===== config.mk =====
export PLATFORM = sky130hd
export DESIGN_NAME = i2c_bit_timer
export DESIGN_NICKNAME = d
export VERILOG_FILES = /design/src/rtl/i2c_pkg.sv /design/src/rtl/i2c_bit_timer.sv
export SDC_FILE = /design/constraint.sdc
export NUM_CORES = 1
export LEC_CHECK = 0
export ABC_CLOCK_PERIOD_IN_PS = 1500
export BUFFER_PORTS_ARGS = -buffer_cell sky130_fd_sc_hd__buf_2
export CAP_MARGIN = 10
export CORE_AREA = 2 2 39 41
export DETAILED_ROUTE_END_ITERATION = 10
export DIE_AREA = 0 0 41 43
export PLACE_DENSITY = 0.33
export SYNTH_ARGS = -nofsm -noshare
export SYNTH_HDL_FRONTEND = slang
export SYNTH_SLANG_ARGS = --single-unit

===== constraint.sdc =====
create_clock -name clk_i -period 1.5 [get_ports clk_i]
set_clock_uncertainty 0.2 [all_clocks]
set_input_delay 0.15 -clock clk_i [delete_from_list [all_inputs] [get_ports clk_i]]
set_output_delay 0.15 -clock clk_i [all_outputs]
set_load 0.005 [all_outputs]

===== src/rtl/i2c_pkg.sv =====
`default_nettype none

package i2c_pkg;

	// register byte addresses
	localparam logic [7:0] REG_NBY  = 8'h00;
	localparam logic [7:0] REG_ADR  = 8'h04;
	localparam logic [7:0] REG_RDR0 = 8'h08; // four byte lanes, lsb first
	localparam logic [7:0] REG_TDR0 = 8'h0C; // four byte lanes, lsb first
	localparam logic [7:0] REG_CFG  = 8'h10;

	// bits of the config register
	localparam int CFG_WR_START = 0;
	localparam int CFG_WR_DONE  = 1;
	localparam int CFG_RD_START = 2;
	localparam int CFG_RD_DONE  = 3;

	// bus speed, clk_i cycles per quarter of an scl bit
	localparam int QUARTER_DIV = 5;
	localparam int QDIV_W      = $clog2(QUARTER_DIV);

	typedef enum logic [3:0] {
		IDLE,
		START,
		ADDR,
		ADDR_ACK,
		WDATA,
		WACK,
		RDATA,
		RACK,
		STOP
	} i2c_state_e;

endpackage

`default_nettype wire


===== src/rtl/i2c_bit_timer.sv =====
`timescale 1ns/1ps
`default_nettype none

module i2c_bit_timer import i2c_pkg::*; (
	input  logic       clk_i,
	input  logic       rst,
	input  logic       run_i,
	output logic       tick_o,
	output logic [1:0] phase_o
);

	logic [QDIV_W-1:0] pre_cnt;

	// last cycle of the current quarter
	assign tick_o = run_i & (pre_cnt == QDIV_W'(QUARTER_DIV - 1));

	always_ff @(posedge clk_i) begin
		if (rst || !run_i) begin
			pre_cnt <= '0; // held so a new run starts at phase 0
			phase_o <= 2'd0;
		end else if (tick_o) begin
			pre_cnt <= '0;
			phase_o <= phase_o + 2'd1; // wraps 3 -> 0 at bit end
		end else begin
			pre_cnt <= pre_cnt + 1'b1;
		end
	end

endmodule

`default_nettype wire


Yosys cells after proc, flatten, opt, wreduce, memory -nomap -nowiden --
Index checks and enable logic that the tools add are counted.
Cells by class: $add $sub $neg 2, equality and inequality tests 1, reductions and logical operators 3, bitwise gates (word level) 1
Operator list (count):
- 3-bit by 1-bit adder with 3-bit output, second input constant | 1
- 3-bit == test, second input constant | 1
- 2-bit by 1-bit adder with 2-bit output, second input constant | 1
- 2-bit OR reduction | 1
- 1-bit bitwise AND | 1
- 1-bit zero test | 1
- 1-bit logical OR | 1
Storage, ports and cells: bits of input ports 3, register bits after elaboration 5

Longest topological paths before layout --
word-level depth 3, gate-level depth with buffers 4

Worst setup path before layout --
OpenSTA, ideal clock, no wires.
kind reg2reg, start point register pre_cnt[0], end point register pre_cnt[2], slack 151 ps, setup time 66 ps, period minus slack after synthesis 1349 ps, data required time 1234 ps, stages on the path, launching flop included 5, arrival 1083 ps, path through dfxtp_1 inv_1 ha_1 or3b_1 a21oi_2
On the way: word-level cells in the longest chain between the ends 3
RTL lines:
- from (decl) | RTL line i2c_bit_timer.sv:12 | logic [QDIV_W-1:0] pre_cnt;
- from (signal assigned) | RTL line i2c_bit_timer.sv:25 | pre_cnt <= pre_cnt + 1'b1;
- 3-bit == test | RTL line i2c_bit_timer.sv:15 | assign tick_o = run_i & (pre_cnt == QDIV_W'(QUARTER_DIV - 1));
- 1-bit bitwise AND | RTL line i2c_bit_timer.sv:15
- 2-bit OR reduction (no line)
Parallel ways exist; a longest one is shown, timed or not. A chain may end at the register's enable or synchronous reset.

Final worst setup path --
start point input run_i, end point output tick_o
On the way: word-level cells in the longest chain between the ends 1
RTL lines:
- from (decl) | RTL line i2c_bit_timer.sv:7 | input logic run_i,
- 1-bit bitwise AND | RTL line i2c_bit_timer.sv:15
- to (decl) | RTL line i2c_bit_timer.sv:8 | output logic tick_o,
No other way between the ends.

==> results_dict.tcl <==
set metrics [dict create \
    ios 6 \
    power_density_nw_per_um2 931.9 \
    die_area_sq_um 1763 \
    cts_root_buffer "clkbuf_4" \
    drive_gt1_frac 0.3611 \
    rsz0062_at_grt "no" \
    status "finished, final reports clean" \
    p_total_uw 330.0 \
    wirelength_microns 502 \
    cp.required_ns 1.15 \
    vias 211 \
    grt_pass1_vias 196 \
    cp_max_fo 4 \
    die_h_microns 43 \
    htree_levels 1 \
    ys_seq_area_frac 0.4145 \
    slew_headroom 0.8393 \
    tns_ns 0 \
    worst-setup-path-type "input port to primary output" \
    finalNetCount 42 \
    dp_cells 46 \
    area_growth_pct 46.63 \
    clock_sinks 5 \
    hpwl_microns 349.8 \
    grt_pass1_wl_microns 765 \
    start_util 0.1745 \
    drc_errors 0 \
    stdcell_area_sq_um 354.1 \
    crit_path_end_kind "primary output" \
    clk_latency_ns 0.25 \
    dr.pass1.iters 4 \
    place_area_sq_um 294.0 \
    ir_drop_mv 0.2398 \
    crit_arrival_ns 1.11 \
    cts.clk_slew.worst_paths_ns 0.05 \
    synth_top_cell_area_share 0.4145 \
    setup_viol 0 \
    reg2reg_slack_ns 0.20 \
    p_leak_uw 0.0001496 \
    synth_top_area_cell "dfxtp_1" \
    syn_inst 24 \
    hold_ws_ns 0.2177 \
    antennaDiodeCount 0 \
    maxCapViolations 0 \
    antenna_found_initial 0 \
    fp.dieW_microns 41 \
    synth_warnings 0 \
    period_needed_ns 1.461 \
    tightest_slew_ns 0.2407 \
    cts_tree "yes" \
    syn-num-nets 29 \
    hold_path_class "flop to flop" \
    grt_max_degree 9 \
    track_usage 0.06942 \
    vias_per_cell 4.058 \
    yosysUniqueCellTypes 13 \
    hold_viol_final 0 \
    finalMaxSlewViolations 0 \
    wl_per_cell_microns 9.654 \
    cts-buffers-inserted 3 \
    start_kind "input port" \
    cts_setup_buffers 0 \
    ys_seq_elements 5 \
    fmax_ghz 0.6844 \
    port_buffers 5 \
    drtIter0Drc 4 \
    final_cells 52 \
    overflow 0 \
    place.gp.congestion 0.6205 \
    row_count 14 \
    core_area_sq_um 1384 \
    drtAntennaViolNets 0 \
    postSynthAreaPerCell_sq_um 10.06 \
    synth_area_leaders "dfxtp_1, ha_1, or3b_1" \
    clk_path_buf_depth 2 \
    finalCritPeriodShare 0.9741 \
    syn_area_sq_um 241.5 \
]
[metal layers]
metal  global-route usage  wire length, microns  vias up  part of all wire
li1                     -                     -      109                 -
met1              0.09385                   246       97              0.49
met2              0.07813                   234        5              0.47
met3              0.01571                    20        0             0.040
met4              0.08000                     0        0                 0
met5                    0                     0        -                 0
[final cells by class]
class / count / area, sq um
well taps: 16 / 20.02
multi-input cells: 16 / 142.6
repair buffers: 8 / 52.55
flip-flops and latches: 5 / 101.3
inverters: 3 / 11.26
fillers: 145 / 1030
clock buffers: 4 / 26.28
[cell families (layout without fill, tap and decap cells)]
group	count (synthesis)	in the layout	synth area share
compound gates	5	5	0.1606
fa+ha+maj	2	2	0.1036
flops	5	5	0.4145
mux	1	1	0.04145
buf+inv	3	15	0.04663
simple gates	8	8	0.2331
[flip-flops by register name, indices dropped and copies added (netlist names)]
register,flops
pre_cnt,3
phase_o,2
[Yosys cell counts]
cell type / count
nand3b_1: 2
mux2i_1: 1
inv_1: 3
nand2b_1: 2
ha_1: 2
dfxtp_1: 5
a21bo_2: 1
nand3_1: 1
a21oi_2: 1
or3b_1: 2
and3_1: 1
a21oi_1: 1
a211oi_1: 2
[worst paths after layout]
kind / depth (start not counted) / from / to
min reg2reg: 1 / pre_cnt[0]$_SDFF_PP0_ / pre_cnt[0]$_SDFF_PP0_
max: 4 / run_i / tick_o
max reg2reg: 4 / pre_cnt[1]$_SDFF_PP0_ / pre_cnt[2]$_SDFF_PP0_
min: 1 / pre_cnt[0]$_SDFF_PP0_ / pre_cnt[0]$_SDFF_PP0_
[timing repair]
item                                    in CTS  in global routing
endpoints found under the hold margin        1                  0
hold buffers                                 2                  0
gates resized for setup                      1                  2
endpoints found under the setup margin       1                  1
[power by group]
group          internal, uW  switching (uW)
Combinational          16.9            13.3
Clock                   101            60.7
Sequential              136            1.88
Total                   254            75.9
[critical path, stage by stage]
cell and delay [ns]:
dlygate4sd3_1 0.53, buf_2 0.14, and3_1 0.17, buf_2 0.12
[through the flow]
step | setup slack [ns] | util
6_report | 0.03891 | 0.2559
4_1_cts | 0.0003210 | 0.2477
3_3_place_gp | 0.1179 | 0.2125
3_5_place_dp | 0.1039 | 0.2125
5_1_grt | 0.01654 | 0.2559
2_1_floorplan | 0.1506 | -
[placed cells by master (no fill, tap or decap), types with 2 or more instances in the layout]
cell type	n
nand2b_1	2
nand3b_1	2
dlygate4sd3_1	2
clkbuf_4	3
dfxtp_1	4
inv_1	3
buf_2	5
a211oi_1	2
or3b_1	2
No activity file was read; power rests on OpenSTA's default activity.
