==> src/rtl/i2c_pkg.sv <==
`default_nettype none

package i2c_pkg;

	// register byte addresses
	localparam logic [7:0] REG_NBY  = 8'h00;
	localparam logic [7:0] REG_ADR  = 8'h04;
	localparam logic [7:0] REG_RDR0 = 8'h08; // four byte lanes, lsb first
	localparam logic [7:0] REG_TDR0 = 8'h0C; // four byte lanes, lsb first
	localparam logic [7:0] REG_CFG  = 8'h10;

	// bits of the config register
	localparam int CFG_WR_START = 0;
	localparam int CFG_WR_DONE  = 1;
	localparam int CFG_RD_START = 2;
	localparam int CFG_RD_DONE  = 3;

	// bus speed, clk_i cycles per quarter of an scl bit
	localparam int QUARTER_DIV = 5;
	localparam int QDIV_W      = $clog2(QUARTER_DIV);

	typedef enum logic [3:0] {
		IDLE,
		START,
		ADDR,
		ADDR_ACK,
		WDATA,
		WACK,
		RDATA,
		RACK,
		STOP
	} i2c_state_e;

endpackage

`default_nettype wire

==> src/rtl/i2c_apb_regs.sv <==
`timescale 1ns/1ps
`default_nettype none

module i2c_apb_regs import i2c_pkg::*; (
	input  logic        clk_i,
	input  logic        rst,
	input  logic        psel_i,
	input  logic        penable_i,
	input  logic        pwrite_i,
	input  logic [7:0]  paddr_i,
	input  logic [7:0]  pwdata_i,
	output logic [7:0]  prdata_o,
	output logic        pready_o,
	input  logic        busy_i,
	input  logic        done_i,
	input  logic        nack_i,
	input  logic        rdr_wr_i,
	input  logic [1:0]  rdr_byte_i,
	input  logic [7:0]  rdr_data_i,
	output logic        start_o,
	output logic        read_o,
	output logic [1:0]  nby_o,
	output logic [6:0]  adr_o,
	output logic [31:0] tdr_o
);

	logic        setup;
	logic        one_start;
	logic [31:0] rdr_q;
	logic [3:0]  cfg_q;
	logic        nack_q;

	assign setup = psel_i & ~penable_i; // apb setup phase
	assign one_start = pwdata_i[CFG_WR_START] ^ pwdata_i[CFG_RD_START];

	always_ff @(posedge clk_i) begin
		if (rst) begin
			prdata_o <= 8'h00;
			pready_o <= 1'b0;
			start_o  <= 1'b0;
			read_o   <= 1'b0;
			nby_o    <= 2'd0;
			adr_o    <= 7'd0;
			tdr_o    <= 32'd0;
			rdr_q    <= 32'd0;
			cfg_q    <= 4'd0;
			nack_q   <= 1'b0;
		end else begin
			pready_o <= setup; // access phase follows setup
			start_o  <= 1'b0;

			if (setup && pwrite_i) begin
				case (paddr_i)
					REG_NBY: nby_o <= (pwdata_i[7:2] == 6'd0) ? pwdata_i[1:0] : 2'd0;
					REG_ADR: adr_o <= pwdata_i[6:0];
					REG_CFG: begin
						if (!busy_i) begin
							cfg_q <= 4'd0; // clears the done bits
							cfg_q[CFG_WR_START] <= pwdata_i[CFG_WR_START];
							cfg_q[CFG_RD_START] <= pwdata_i[CFG_RD_START];
							if (nby_o != 2'd0 && one_start) begin
								start_o <= 1'b1;
								read_o  <= pwdata_i[CFG_RD_START];
							end
						end
					end
					default: begin
						if (paddr_i[7:2] == REG_TDR0[7:2])
							tdr_o[{paddr_i[1:0], 3'b000} +: 8] <= pwdata_i;
					end
				endcase
			end

			if (setup && !pwrite_i) begin
				case (paddr_i)
					REG_NBY: prdata_o <= {4'h0, nack_q, 1'b0, nby_o};
					REG_ADR: prdata_o <= {1'b0, adr_o};
					REG_CFG: prdata_o <= {4'h0, cfg_q};
					default: begin
						if (paddr_i[7:2] == REG_RDR0[7:2])
							prdata_o <= rdr_q[{paddr_i[1:0], 3'b000} +: 8];
						else if (paddr_i[7:2] == REG_TDR0[7:2])
							prdata_o <= tdr_o[{paddr_i[1:0], 3'b000} +: 8];
						else
							prdata_o <= 8'h00; // unmapped
					end
				endcase
			end

			if (rdr_wr_i)
				rdr_q[{rdr_byte_i, 3'b000} +: 8] <= rdr_data_i;

			// completion from the bus side
			if (done_i) begin
				cfg_q[CFG_WR_START] <= 1'b0;
				cfg_q[CFG_RD_START] <= 1'b0;
				cfg_q[read_o ? CFG_RD_DONE : CFG_WR_DONE] <= 1'b1;
				nack_q <= nack_i;
			end
		end
	end

endmodule

`default_nettype wire

==> config.mk <==
export PLATFORM = sky130hd
export DESIGN_NAME = i2c_apb_regs
export DESIGN_NICKNAME = d
export VERILOG_FILES = /design/src/rtl/i2c_pkg.sv /design/src/rtl/i2c_apb_regs.sv
export SDC_FILE = /design/constraint.sdc
export NUM_CORES = 1
export LEC_CHECK = 0
export BUFFER_PORTS_ARGS = -buffer_cell sky130_fd_sc_hd__buf_4
export CORE_UTILIZATION = 36
export CTS_BUF_LIST = sky130_fd_sc_hd__clkbuf_4 sky130_fd_sc_hd__clkbuf_8 sky130_fd_sc_hd__clkbuf_16
export CTS_CLUSTER_DIAMETER = 30
export DETAILED_ROUTE_END_ITERATION = 8
export PLACE_DENSITY = 0.53
export SLEW_MARGIN = 5
export SYNTH_ARGS = -nofsm -noshare
export SYNTH_HDL_FRONTEND = slang
export SYNTH_SLANG_ARGS = --single-unit
export TNS_END_PERCENT = 50
==> constraint.sdc <==
create_clock -name clk_i -period 5.5 [get_ports clk_i]
set_input_delay 0.275 -clock clk_i [delete_from_list [all_inputs] [get_ports clk_i]]
set_output_delay 0.275 -clock clk_i [all_outputs]
set_load 0.05 [all_outputs]
# Word level (Yosys, flattened, before mapping)

Cells that the tools add are included.

Flip-flop bits (word level): 89
Bits of input ports: 35
Output and inout port bits: 52
Word-level logic and storage cells: 66

Add/sub/neg operators: 2
Magnitude comparators: 2
Equality and inequality tests: 5
Shifts and indexed selects: 6
Mux-type cells: 15
Bitwise logic cells: 8
Reduce and logical (&&, ||, !) cells: 17

Operator list:

| operator                                              | number |
|---|---|
| bitwise mux 32 bit                                    | 2 |
| variable shift 8 x 7 -> 32 bit (first input constant) | 2 |
| indexed part select 32 x 6 -> 8 bit                   | 2 |
| indexed part select 8 x 7 -> 32 bit                   | 2 |
| case mux 8 bit (3 select lines)                       | 1 |
| 2-to-1 mux 4 bit                                      | 5 |
| 2-to-1 mux 8 bit                                      | 2 |
| negator 5 -> 7 bit                                    | 2 |
| == test 6 x 2 -> 1 bit (second input constant)        | 2 |
| == test 8 x 3 -> 1 bit (second input constant)        | 1 |
| == test 8 x 5 -> 1 bit (second input constant)        | 1 |
| logical NOT 8 bit                                     | 1 |
| logical NOT 6 bit                                     | 1 |
| AND reduction 3 bit                                   | 2 |
| nonzero test 3 bit                                    | 2 |
| inverter 1 bit                                        | 5 |
| logical AND 1 bit                                     | 4 |
| 2-to-1 mux 2 bit                                      | 2 |
| OR 4 bit                                              | 1 |
| AND reduction 2 bit                                   | 2 |
| AND reduction 4 bit                                   | 1 |
| OR reduction 4 bit                                    | 1 |
| < comparator 2 x 3 -> 1 bit (second input constant)   | 1 |
| != test 3 x 2 -> 1 bit (second input constant)        | 1 |
| 8 further kinds                                       | 9 |

# Depth between registers and ports, before layout

Depth in word-level cells: 7
Depth in mapped cells: 9

# Least setup slack after synthesis

Ideal clock, no wire load.

Kind: input to register
From: input paddr_i[1]
To: register read_o
Setup time: 0.064 ns
Arrival time: 2.177 ns
Setup slack: 3.259 ns
Stages: 8
Buffers on the path: 2
Cell sequence: clkbuf_1 > clkbuf_1 > inv_1 > ha_1 > nor4b_4 > nand4b_4 > or4_1 > nand3_1

Longest elaborated chain between the ends: 2

RTL lines:

| item                                 | RTL line           | RTL |
|---|---|---|
| from (decl)                          | i2c_apb_regs.sv:10 | `input logic [7:0] paddr_i,` |
| == test 8 x 5 -> 1 bit               | i2c_apb_regs.sv:53 | `case (paddr_i)` |
| AND reduction 4 bit (no source line) | --                 |  |
| to (signal assigned)                 | i2c_apb_regs.sv:63 | `read_o <= pwdata_i[CFG_RD_START];` |
| to (decl)                            | i2c_apb_regs.sv:21 | `output logic read_o,` |

No other way between the ends.
A chain may end at the register's enable or synchronous reset.

# Worst setup path after layout

From: input paddr_i[7]
To: register prdata_o[3]

Longest elaborated chain between the ends: 4

RTL lines:

| item                                | RTL line           | RTL |
|---|---|---|
| == test 6 x 2 -> 1 bit              | i2c_apb_regs.sv:82 | `else if (paddr_i[7:2] == REG_TDR0[7:2])` |
| 2-to-1 mux 8 bit                    | i2c_apb_regs.sv:82 |  |
| 2-to-1 mux 8 bit                    | i2c_apb_regs.sv:80 | `if (paddr_i[7:2] == REG_RDR0[7:2])` |
| case mux 8 bit (3 select lines) (*) | i2c_apb_regs.sv:75 | `case (paddr_i)` |
| to (signal assigned)                | i2c_apb_regs.sv:76 | `REG_NBY: prdata_o <= {4'h0, nack_q, 1'b0, nby_o};` |
| to (signal assigned)                | i2c_apb_regs.sv:81 | `prdata_o <= rdr_q[{paddr_i[1:0], 3'b000} +: 8];` |
| to (signal assigned)                | i2c_apb_regs.sv:83 | `prdata_o <= tdr_o[{paddr_i[1:0], 3'b000} +: 8];` |
| to (decl)                           | i2c_apb_regs.sv:12 | `output logic [7:0] prdata_o,` |

Mark *: on every way between the ends. The rest lies on a longest branch, timed or not.

==> impl_results.md <==
- Final hold violation count: 0
- Leakage Power: 1.894 nW
- Req. time, crit path: 5.75 ns
- Final Setup Violations: 0
- Post-layout worst setup margin: 3.445 ns
- Detailed Route WL: 12560 um
- Die outline height: 109.4 um
- CP startpoint kind: input port
- Area of the multi-input gates: 2215 sq um
- Unique masters post-synth: 40
- Routed len/inst: 19.44 um
- CP Capture Type: flop
- Layout area overhead: 23.59%
- Async S/R FF share, synth: 0%
- Worst min path class: input port to flop
- Register area share after synthesis: 42.90%
- Post-CTS Setup Inserts: 0
- Starting Density: 37.65%
- Total CTS buffers: 9
- Grt total ovfl: 0
- Layout cells sized above 1: 25.69%
- Clk slew on worst S/H paths: 0.07 ns
- Slew HR: 26.72%
- Slowest stage cell, crit path: and3_1
- # resized after CTS: 0
- Num ports: 87
- Post-Syn Instances: 435
- CTS tree: built
- Fill cells: 1108
- CTS sink cnt: 89
- Achievable clock frequency: 486.7 MHz
- First drt pass iteration count: 5
- Vias in the first global route: 3443
- PortBufs: 86
- Crit path max-delay family: simple AND/OR/NAND/NOR gates
- Synth warn: 0
- Max Cap Viol: 0
- GRT Total Usage: 21.45%
- Crit share post-route: 37.36%
- Post-detailed-route count of antenna-violating nets: 0
- Tmin final: 2.055 ns
- Die ar.: 11970 sq um
- H-tree Lvls: 3
- First-pass GRT wire length: 19130 um
- Critical-path cell list: buf_4, nor4_4, and3_1, a22oi_1, o22ai_1
- Crit-path max cell delay: 0.97 ns
- Max Slew Vio Count: 0
- Core area: 11030 sq um
- Ys flop type: dfxtp_1
- Fin Clk Skew: 0.005780 ns
- Root buf cell: clkbuf_16
- Worst Path Max Fanout: 32
- Pre-CTS setup slack: 3.113 ns
- Post-DP HPWL: 8992 um
- Via count: 3712
- Storage cell area: 1782 sq um
- Nets@finish: 545
- GP Congestion: 0.8092
- Status: completed
- Clk buf depth: 2
- VDD IR-drop max: 0.1501 mV
- Critical path buffer and inverter count: 1
- Worst-margin pin slew: 1.099 ns
- DRC Markers: 0
- Syn_area_per_cell: 9.547 sq um
- WP data arrival: 2.31 ns
- DR iter-0 viols: 217
- Initial antenna violation count: 0
- Unrepaired setup endpoints after global routing: false
- Pwr dens: 261.8 nW/um^2
- Quantity of hold-fixing buffers added after cts: 0
- Worst-skew pair later-pin latency: 0.33 ns
- Diodes inserted: 0
- Vias per std cell: 5.746
- Area of the mapped netlist: 4153 sq um
- Synthesized Nets: 479
- Crit Path Category: input port to flop
- Rows: 38
- #FFs+latches synth: 89
- Pin count of the biggest net entering global routing: 90
- Post-synth EDFFs: 0
- Total negative setup slack: 0 ns
- Die width: 109.4 um
worst paths after layout:
kind,start,end,slack [ns],cells after the start
setup / recovery,paddr_i[7],prdata_o[3],3.45,5
setup reg to reg,tdr_o[27],prdata_o[3],4.15,3
hold reg to reg,prdata_o[7],prdata_o[7],0.49,2
hold / removal,penable_i,pready_o,0.14,2
per-stage QoR:
| stage | std cells | hold WS [ns] | cell area, sq um | power, mW | util, % |
|---|---|---|---|---|---|
| finish | 646 | 0.1421 | 5132 | 1.344 | 46.53 |
| global route | 646 | 0.1386 | 5132 | 1.390 | 46.53 |
| CTS | 646 | 0.1287 | 5132 | 1.358 | 46.53 |
| detailed placement | 630 | 0.4809 | 4840 | 0.7650 | 43.87 |
| global placement | 630 | 0.4813 | 4840 | 0.7637 | 43.87 |
| floorplan | 435 | 0.3511 | 4153 | 0.7187 | - |
kinds of logic (layout without fill, tap and decap cells):
kind of cell | after synthesis | count (layout) | share of synthesized area (%)
DFF | 89 | 89 | 42.90
muxes | 29 | 29 | 11.81
AOI/OAI and AO/OA | 117 | 117 | 17.66
xor gates and xnor gates | 1 | 1 | 0.2109
and+or+nand+nor | 153 | 153 | 20.79
adders and majority gates | 9 | 9 | 2.712
buffers and inverters | 37 | 108 | 3.917
layout by cell type, fill, tap and decap left out, types with 14 or more instances in the layout:
cell type,synthesis,layout
o21ai_0,25,25
a22oi_1,41,41
nand4_1,30,30
buf_4,0,86
dfxtp_1,89,89
a21oi_1,35,35
nor2_1,46,46
mux4_2,16,16
nand2_1,30,30
nand3_1,14,14
report_power, final:
| group | leakage [nW] | switching [mW] | internal (mW) | total, mW |
|---|---|---|---|---|
| logic | 1.03 | 0.0664 | 0.0349 | 0.101 |
| registers | 0.718 | 0.00173 | 0.648 | 0.649 |
| clock network | 0.145 | 0.250 | 0.343 | 0.593 |
| total | 1.89 | 0.318 | 1.03 | 1.34 |
cell type report:
class	count	share of cell area, %
clock buffer	12	5.193
clock inverter	4	0.5119
inverter	6	0.4388
multi-input combinational	309	43.15
sequential	89	34.71
tap	140	3.413
timing repair buffer	86	12.58
cell usage after synthesis, types with 2 or more instances:
cell        n  area (sq um)
dfxtp_1    89          1782
nor2_1     46         172.7
a22oi_1    41         307.8
a21oi_1    35         175.2
nand2_1    30         112.6
nand4_1    30         187.7
o21ai_0    25         125.1
clkbuf_1   17         63.81
mux4_2     16         360.4
nand3_1    14         70.07
mux2i_1    13         130.1
ha_1        9         112.6
buf_2       7         35.03
o22ai_1     7         43.79
inv_1       6         22.52
buf_1       5         18.77
o211a_1     4         40.04
a2bb2oi_1   3         26.28
and2_0      3         18.77
nor3_1      3         15.01
nor3b_2     3         37.54
nor4_1      3         18.77
nor4b_2     3         45.04
and3b_1     2         17.52
and4_1      2         17.52
buf_6       2         22.52
nor2b_1     2         12.51
nor3b_1     2         15.01
o211ai_1    2         15.01
routing by layer:
layer	track usage (%)	share of wire, %
met3	4.090	6.4
met5	0	0
met2	33.20	47
met4	7.429	1.4
met1	29.87	45
state kept, by name, indices dropped and copies added, names as in the netlist:
name	flops
rdr_q	32
tdr_o	32
prdata_o	8
adr_o	7
cfg_q	4
nby_o	2
nack_q	1
pready_o	1
read_o	1
start_o	1
(Power assumes the default switching activity.)
