## src/rtl/i2c_pkg.sv

```systemverilog
`default_nettype none

package i2c_pkg;

	// register byte addresses
	localparam logic [7:0] REG_NBY  = 8'h00;
	localparam logic [7:0] REG_ADR  = 8'h04;
	localparam logic [7:0] REG_RDR0 = 8'h08; // four byte lanes, lsb first
	localparam logic [7:0] REG_TDR0 = 8'h0C; // four byte lanes, lsb first
	localparam logic [7:0] REG_CFG  = 8'h10;

	// bits of the config register
	localparam int CFG_WR_START = 0;
	localparam int CFG_WR_DONE  = 1;
	localparam int CFG_RD_START = 2;
	localparam int CFG_RD_DONE  = 3;

	// bus speed, clk_i cycles per quarter of an scl bit
	localparam int QUARTER_DIV = 5;
	localparam int QDIV_W      = $clog2(QUARTER_DIV);

	typedef enum logic [3:0] {
		IDLE,
		START,
		ADDR,
		ADDR_ACK,
		WDATA,
		WACK,
		RDATA,
		RACK,
		STOP
	} i2c_state_e;

endpackage

`default_nettype wire

```

## src/rtl/i2c_xfer_fsm.sv

```systemverilog
`timescale 1ns/1ps
`default_nettype none

module i2c_xfer_fsm import i2c_pkg::*; (
	input  logic        clk_i,
	input  logic        rst,
	input  logic        start_i,
	input  logic        read_i,
	input  logic [1:0]  nby_i,
	input  logic [6:0]  adr_i,
	input  logic [31:0] tdr_i,
	input  logic        tick_i,
	input  logic [1:0]  phase_i,
	input  logic        sda_i,
	output logic        run_o,
	output logic        busy_o,
	output logic        done_o,
	output logic        nack_o,
	output logic        rdr_wr_o,
	output logic [1:0]  rdr_byte_o,
	output logic [7:0]  rdr_data_o,
	output logic        scl_low_o,
	output logic        sda_low_o
);

	i2c_state_e state;
	logic [7:0] sh;
	logic [2:0] bit_cnt;
	logic [1:0] byte_cnt;
	logic [1:0] nby_q;
	logic       rd_q;
	logic       nack_q;
	logic       bit_end;
	logic       sample;
	logic       last_byte;
	logic       scl_gap;

	assign bit_end   = tick_i & (phase_i == 2'd3);
	assign sample    = tick_i & (phase_i == 2'd1); // scl high, entering phase 2
	assign last_byte = (byte_cnt == nby_q - 2'd1);
	assign scl_gap   = (phase_i == 2'd0) || (phase_i == 2'd3);

	always_ff @(posedge clk_i) begin
		if (rst) begin
			state    <= IDLE;
			rd_q     <= 1'b0;
			nby_q    <= 2'd0;
			nack_q   <= 1'b0;
			bit_cnt  <= 3'd0;
			byte_cnt <= 2'd0;
		end else begin
			case (state)
				IDLE: begin
					if (start_i) begin
						state  <= START;
						rd_q   <= read_i;
						nby_q  <= nby_i;
						nack_q <= 1'b0;
					end
				end
				START: begin
					if (bit_end) begin
						state   <= ADDR;
						sh      <= {adr_i, rd_q};
						bit_cnt <= 3'd7;
					end
				end
				ADDR, WDATA: begin
					if (bit_end) begin
						sh      <= {sh[6:0], 1'b0}; // msb first
						bit_cnt <= bit_cnt - 3'd1;
						if (bit_cnt == 3'd0 && state == ADDR)
							state <= ADDR_ACK;
						else if (bit_cnt == 3'd0)
							state <= WACK;
					end
				end
				ADDR_ACK: begin
					if (sample)
						nack_q <= sda_i;
					if (bit_end) begin
						byte_cnt <= 2'd0;
						bit_cnt  <= 3'd7;
						sh       <= tdr_i[7:0];
						if (nack_q)
							state <= STOP; // nobody answered
						else if (rd_q)
							state <= RDATA;
						else
							state <= WDATA;
					end
				end
				WACK: begin
					if (bit_end) begin
						if (last_byte) begin
							state <= STOP;
						end else begin
							state    <= WDATA;
							byte_cnt <= byte_cnt + 2'd1;
							sh       <= tdr_i[{byte_cnt + 2'd1, 3'b000} +: 8];
						end
					end
				end
				RDATA: begin
					if (sample)
						sh <= {sh[6:0], sda_i};
					if (bit_end) begin
						bit_cnt <= bit_cnt - 3'd1;
						if (bit_cnt == 3'd0)
							state <= RACK;
					end
				end
				RACK: begin
					if (bit_end) begin
						if (last_byte) begin
							state <= STOP;
						end else begin
							state    <= RDATA;
							byte_cnt <= byte_cnt + 2'd1;
						end
					end
				end
				STOP: begin
					if (bit_end)
						state <= IDLE;
				end
				default: state <= IDLE;
			endcase
		end
	end

	assign busy_o     = (state != IDLE);
	assign run_o      = busy_o;
	assign done_o     = bit_end & (state == STOP);
	assign nack_o     = nack_q;
	assign rdr_wr_o   = bit_end & (state == RDATA) & (bit_cnt == 3'd0);
	assign rdr_byte_o = byte_cnt;
	assign rdr_data_o = sh;

	// open-drain levels per quarter
	always_comb begin
		scl_low_o = busy_o & scl_gap;
		sda_low_o = 1'b0;
		case (state)
			START: sda_low_o = phase_i[1]; // falls while scl high
			ADDR, WDATA: sda_low_o = ~sh[7];
			RACK: sda_low_o = ~last_byte; // nack ends the read
			STOP: begin
				scl_low_o = (phase_i == 2'd0);
				sda_low_o = ~phase_i[1]; // rises while scl high
			end
			default: sda_low_o = 1'b0;
		endcase
	end

endmodule

`default_nettype wire

```

## config.mk

```make
export PLATFORM = sky130hd
export DESIGN_NAME = i2c_xfer_fsm
export DESIGN_NICKNAME = d
export VERILOG_FILES = /design/src/rtl/i2c_pkg.sv /design/src/rtl/i2c_xfer_fsm.sv
export SDC_FILE = /design/constraint.sdc
export NUM_CORES = 1
export LEC_CHECK = 0
export BUFFER_PORTS_ARGS = -buffer_cell sky130_fd_sc_hd__clkbuf_2
export CORE_AREA = 2 2 51 77
export CTS_BUF_LIST = sky130_fd_sc_hd__clkbuf_4 sky130_fd_sc_hd__clkbuf_8 sky130_fd_sc_hd__clkbuf_16
export DETAILED_ROUTE_END_ITERATION = 10
export DIE_AREA = 0 0 53 79
export PLACE_DENSITY = 0.85
export SLEW_MARGIN = 20
export SYNTH_ARGS = -nofsm -noshare
export SYNTH_HDL_FRONTEND = slang
export SYNTH_SLANG_ARGS = --single-unit
```

## constraint.sdc

```tcl
create_clock -name clk_i -period 2.65 [get_ports clk_i]
set_clock_uncertainty 0.1 [all_clocks]
set_input_delay 0.1325 -clock clk_i [delete_from_list [all_inputs] [get_ports clk_i]]
set_output_delay 0.1325 -clock clk_i [all_outputs]
set_load 0.05 [all_outputs]
```

# Yosys cells after proc, flatten, opt, wreduce, memory -nomap -nowiden
# Index checks and enable logic that the tools add are counted.
dict set report totals {
  inputBits 49
  elab_cells 104
  ff_bits 21
}
dict set report classes {
  bitwise_logic 10
  n_eq_ne 28
  reduce_logical 20
  muxes 35
  shifts 1
  add_sub_neg 3
}
# cell n
set ops {}
lappend ops {{$mux W4} 14}
lappend ops {{$mux W8} 6}
lappend ops {{$pmux W8 S5} 1}
lappend ops {{$pmux W4 S8} 1}
lappend ops {{$shiftx A32 B6 Y8} 1}
lappend ops {{$ne A2 B2 Y1 const B} 13}
lappend ops {{$eq A4 B3 Y1 const B} 4}
lappend ops {{$reduce_and A10 Y1} 1}
lappend ops {{$eq A4 B2 Y1 const B} 2}
lappend ops {{$mux W2} 4}
lappend ops {{$reduce_and A8 Y1} 1}
lappend ops {{$and A1 B1 Y1} 6}
lappend ops {{$mux W3} 2}
lappend ops {{$ne A2 B1 Y1 const B} 3}
lappend ops {{$pmux W3 S2} 1}
lappend ops {{$reduce_and A3 Y1} 2}
lappend ops {{$reduce_bool A2 Y1} 3}
lappend ops {{$reduce_or A2 Y1} 3}
lappend ops {{$reduce_bool A5 Y1} 1}
lappend ops {{$eq A4 B1 Y1 const B} 1}
lappend ops {{$eq A4 B4 Y1 const B} 1}
lappend ops {{$logic_not A4 Y1} 1}
lappend ops {{$not A1 Y1} 4}
lappend ops {{$pmux W1 S4} 1}
lappend ops {{other kinds (18)} 20}

# Logic depth before layout (Yosys ltp)
dict set report logic_depth {
  ltp_word 5
  ltp_mapped 7
}

# Worst setup path after synthesis
# No wires, ideal clock.
dict set report synth_path {
  path_type {reg2out}
  from {register state[2]}
  to {output rdr_wr_o}
  path_stages_with_launch 4
  required_time_ns 2.418
  slack_ns 0.058
  arrival_ns 2.360
  cell_sequence {dfxtp_1 -> buf_2 -> nand3b_1 -> nor4_1}
}
dict set report synth_between {
  elab_chain_cells 3
}
# item line
set synth_lines {}
lappend synth_lines {{start: declaration} i2c_xfer_fsm.sv:26} ;# i2c_state_e state;
lappend synth_lines {{start signal: assignment} i2c_xfer_fsm.sv:45} ;# state <= IDLE;
lappend synth_lines {{start signal: assignment} i2c_xfer_fsm.sv:55} ;# state <= START;
lappend synth_lines {{start signal: assignment} i2c_xfer_fsm.sv:63} ;# state <= ADDR;
lappend synth_lines {{$eq A4 B3 Y1} i2c_xfer_fsm.sv:136} ;# assign rdr_wr_o = bit_end & (state == RDATA) & (bit_cnt == 3'd0);
lappend synth_lines {{$and A1 B1 Y1 (2 in series)} i2c_xfer_fsm.sv:136}
lappend synth_lines {{end: declaration} i2c_xfer_fsm.sv:19} ;# output logic rdr_wr_o,
# No other way between the ends.

# Worst setup path after layout
dict set report layout_path {
  from {register state[1]}
  to {output sda_low_o}
}
dict set report layout_between {
  elab_chain_cells 3
  elab_cells_between_ends 7
  cone_classes {eq/ne (5); mux (1); reduce/logical (1)}
}
# item line
set layout_lines {}
lappend layout_lines {{$eq A4 B2 Y1 or $eq A4 B3 Y1 (tied branches)} i2c_xfer_fsm.sv:144} ;# case (state)
lappend layout_lines {{$reduce_or A2 Y1} i2c_xfer_fsm.sv:144}
lappend layout_lines {{$pmux W1 S4 (*)} i2c_xfer_fsm.sv:144}
lappend layout_lines {{end: declaration} i2c_xfer_fsm.sv:23} ;# output logic sda_low_o
# Mark *: on every way between the ends. The rest lies on a longest branch, timed or not.

==> reports/qor.txt <==
==============================================================================
Crit end category ...............................................   output pin
Final HPWL from detailed placement ..............................      3440 um
Insertion delay of the later-clocked pin in the worst-skew pair .       260 ps
Cells along the critical path ................................... nand2b_1 -> o2bb2ai_1 -> o21ai_0 -> o21ai_0 -> clkbuf_2
Maximum clock insertion buffer count ............................            2
Number of inserted filler cells in the final layout .............          329
Sinks on the clock net ..........................................           21
Fin crit share ..................................................        87.3%
Primary FF master, synth ........................................      dfxtp_1
Setup repair after global routing missed its margin .............        false
Kind of cell adding the most delay to the critical path .........   flip-flops
Pre-CTS setup slack .............................................       496 ps
Sequential share of power .......................................        34.5%
Syn nets ........................................................          248
Clock period minus final worst setup slack ......................      2310 ps
Number of synthesized register bits .............................           21
Number of rows in the core area .................................           27
Number of buffers added by the clock tree synthesis step ........            3
Leading cell types by total area after synthesis ................ dfxtp_1, edfxtp_1, nor2_1
Number of buffer and inverter stages on the critical path .......            1
Power density normalized to cell area ...........................   666 mW/mm2
1st-pass router iterations ......................................            4
RePlAce Congestion ..............................................        0.850
Wire length of the first global-routing pass ....................      6990 um
Unique cell type count in the Yosys netlist .....................           48
Final layout net count ..........................................          310
Starting utilization of the core area ...........................        47.0%
Ratio of cells with drive above 1 in the final layout ...........        33.3%
Fraction of power consumed by combinational cells ...............        49.8%
Final std cells w/o fill ........................................          298
Post-placement cell count .......................................          293
Setup TNS .......................................................         0 ps
Crit path kind ..................................................      reg2out
Width of the chip ...............................................        53 um
Highest clock rate ..............................................    0.432 GHz
Most frequent cell on the critical path .........................      o21ai_0
Final number of hold-violating endpoints ........................            0
Number of nets with antenna violations after detailed routing ...            0
Internal Dissipation ............................................   0.000726 W
Count of final setup violators ..................................            0
# Max-Cap Violations ............................................            0
Critical-path top delay cell ....................................      dfxtp_1
Area Overhead vs Synth ..........................................        23.3%
Number of design rule violations left after detail routing ......            0
Result of the run ............................................... complete, no violations
Reg clk slew, reported paths ....................................        80 ps
Placeable core region ...........................................  0.00355 mm2
Sequential element share of the synthesized area ................        30.0%
Total wire length after detailed routing ........................      4370 um
Initial antenna violation count .................................            0
Worst hold slack after final layout .............................      2.85 ps
IO Count ........................................................           66
Total number of vias ............................................         1711
TritonCTS clock tree ............................................          yes
Cell taking the most area after synthesis .......................      dfxtp_1
Via count of the first global-routing pass ......................         1567
Global-route usage over all layers ..............................        21.8%
Cell area after technology mapping ..............................  0.00167 mm2
PnR worst setup slack ...........................................       335 ps
Worst slew margin ...............................................        53.2%
Global route total overflow .....................................            0
Largest stage delay, worst path .................................       780 ps
Count of port buffers added during placement ....................           65
Number of cells upsized or downsized after cts ..................            0
Static leakage ..................................................     0.867 nW
Net switching power .............................................   0.000642 W
Maximum fanout count along the critical path ....................           21
CTS H-tree lvls .................................................            1
Average size of a mapped cell ...................................     8.59 um2
Total inserted antenna cells ....................................            0
Yosys warning count .............................................            0
DR iter-0 viols .................................................           71
Maximum number of pins on one net before global-route repair ....           22
Data required time at the worst endpoint ........................      2420 ps
Share of the synthesized area in the top cell type ..............        15.6%
Worst endpoint data arrival time ................................      2080 ps
Count of pins over their slew limit .............................            0
Area of the die .................................................  0.00419 mm2
Avg WL per Cell .................................................      14.7 um
Root buf cell ...................................................     clkbuf_8
Share of flip-flops with an asynchronous set or reset ...........           0%
Launching element type of the critical path .....................         flop
Synthesized instance count ......................................          194
Count of flip-flops with a built-in enable after synthesis ......            8
DIE HEIGHT ......................................................        79 um
Type of the worst min-delay path ................................       in2reg
Detailed-route vias per instance ................................         5.74
Slew @ Worst Pin ................................................       701 ps
Power share of the clock group ..................................        15.7%
Worst-case vdd ir drop ..........................................   0.000574 V
Fraction of power spent switching nets ..........................        46.9%
==============================================================================
## repair_timing
item                      4_1_cts  5_1_grt
hold buffers                    1        0
buffers inserted                0        0
hold endpoints to repair        1        0
## per-stage QoR
| stage | utilization (%) | power, W | cell area (um2) |
|---|---|---|---|
| finish | 57.9 | 0.00137 | 2050 |
| global route | 57.9 | 0.00146 | 2050 |
| CTS | 57.9 | 0.00137 | 2050 |
| detailed placement | 56.3 | 0.00116 | 2000 |
| global placement | 56.3 | 0.00114 | 2000 |
| floorplan | - | 0.00102 | 1670 |
## worst reg2reg max path, cell delays in order (launching register included)
cell      delay (ps)
dfxtp_1          700
nand2b_1         280
nor2_1           140
a31o_2           290
a222oi_1         290
o21ai_0          160
## state kept, by name (all words and copies together) (netlist names)
name and count:
state 4, rdr_byte_o 2, nby_q 2, nack_o 1, bit_cnt 3, rdr_data_o 8, rd_q 1
## layout by cell type, fill, tap and decap left out, drive strengths merged, types with 3 or more instances in the layout
master  netlist  layout
nand3b        3       3
nor3          7       7
nand3         7       7
clkbuf        6      68
nand2        18      18
nor4          3       3
nand2b       10      10
a222oi        7       7
mux2i         7       7
edfxtp        8       8
ha            5       5
nor2b         4       4
dfxtp        13      13
o21ai        13      13
nor2         27      27
a21oi        11      11
inv           6       6
buf           6       3
mux4          3       3
a211oi        7       7
## synthesized netlist by cell type, drive strengths merged, types with 3 or more instances
cell type / count
nor2: 27
nand2: 18
dfxtp: 13
o21ai: 13
a21oi: 11
nand2b: 10
edfxtp: 8
a211oi: 7
a222oi: 7
mux2i: 7
nand3: 7
nor3: 7
buf: 6
clkbuf: 6
inv: 6
ha: 5
nor2b: 4
mux4: 3
nand3b: 3
nor4: 3
## final cells by class
cell class	instances	area (um2)	area share, %
clock buffers	3	41.3	2.01
repair buffers	69	358	17.4
multi-input cells	155	1070	52.3
inverters	6	22.5	1.10
clock inverters	1	5.00	0.244
flip-flops and latches	21	500	24.4
well taps	43	53.8	2.62
## kinds of logic (layout without fill, tap and decap cells)
group / Yosys count / in the layout / share of synthesized area (%)
mux: 12 / 12 / 10.8
compound gates: 53 / 53 / 22.4
simple gates: 84 / 84 / 26.5
fa+ha+maj: 5 / 5 / 3.75
flops: 21 / 21 / 30.0
buf+inv: 18 / 79 / 5.56
xor+xnor: 1 / 1 / 0.976
## worst paths after layout
path	from	endpoint	slack (ps)	cells past startpoint
hold / removal	nby_i[1]	nby_q[1]	3	3
setup / recovery	state[1]	sda_low_o	340	5
hold reg to reg	bit_cnt[2]	bit_cnt[2]	390	1
setup reg to reg	state[2]	rdr_data_o[7]	440	5
## power groups by stage
stage	sequential [W]	clock (W)	combinational, W
after floorplan	0.000419	0	0.000598
after global placement	0.000477	0	0.000665
after detailed placement	0.000479	0	0.000678
after CTS	0.000471	0.000217	0.000681
after global routing	0.000483	0.000231	0.000749
final	0.000472	0.000215	0.000681
## metal layers
metal	part of all wire (%)	vias to the layer above	track usage, %
met2	53	59	36.5
met3	4.8	9	1.50
met4	1.7	0	7.95
li1	-	850	-
met1	41	793	28.8
met5	0	-	0
No activity file was read; power rests on OpenSTA's default activity.
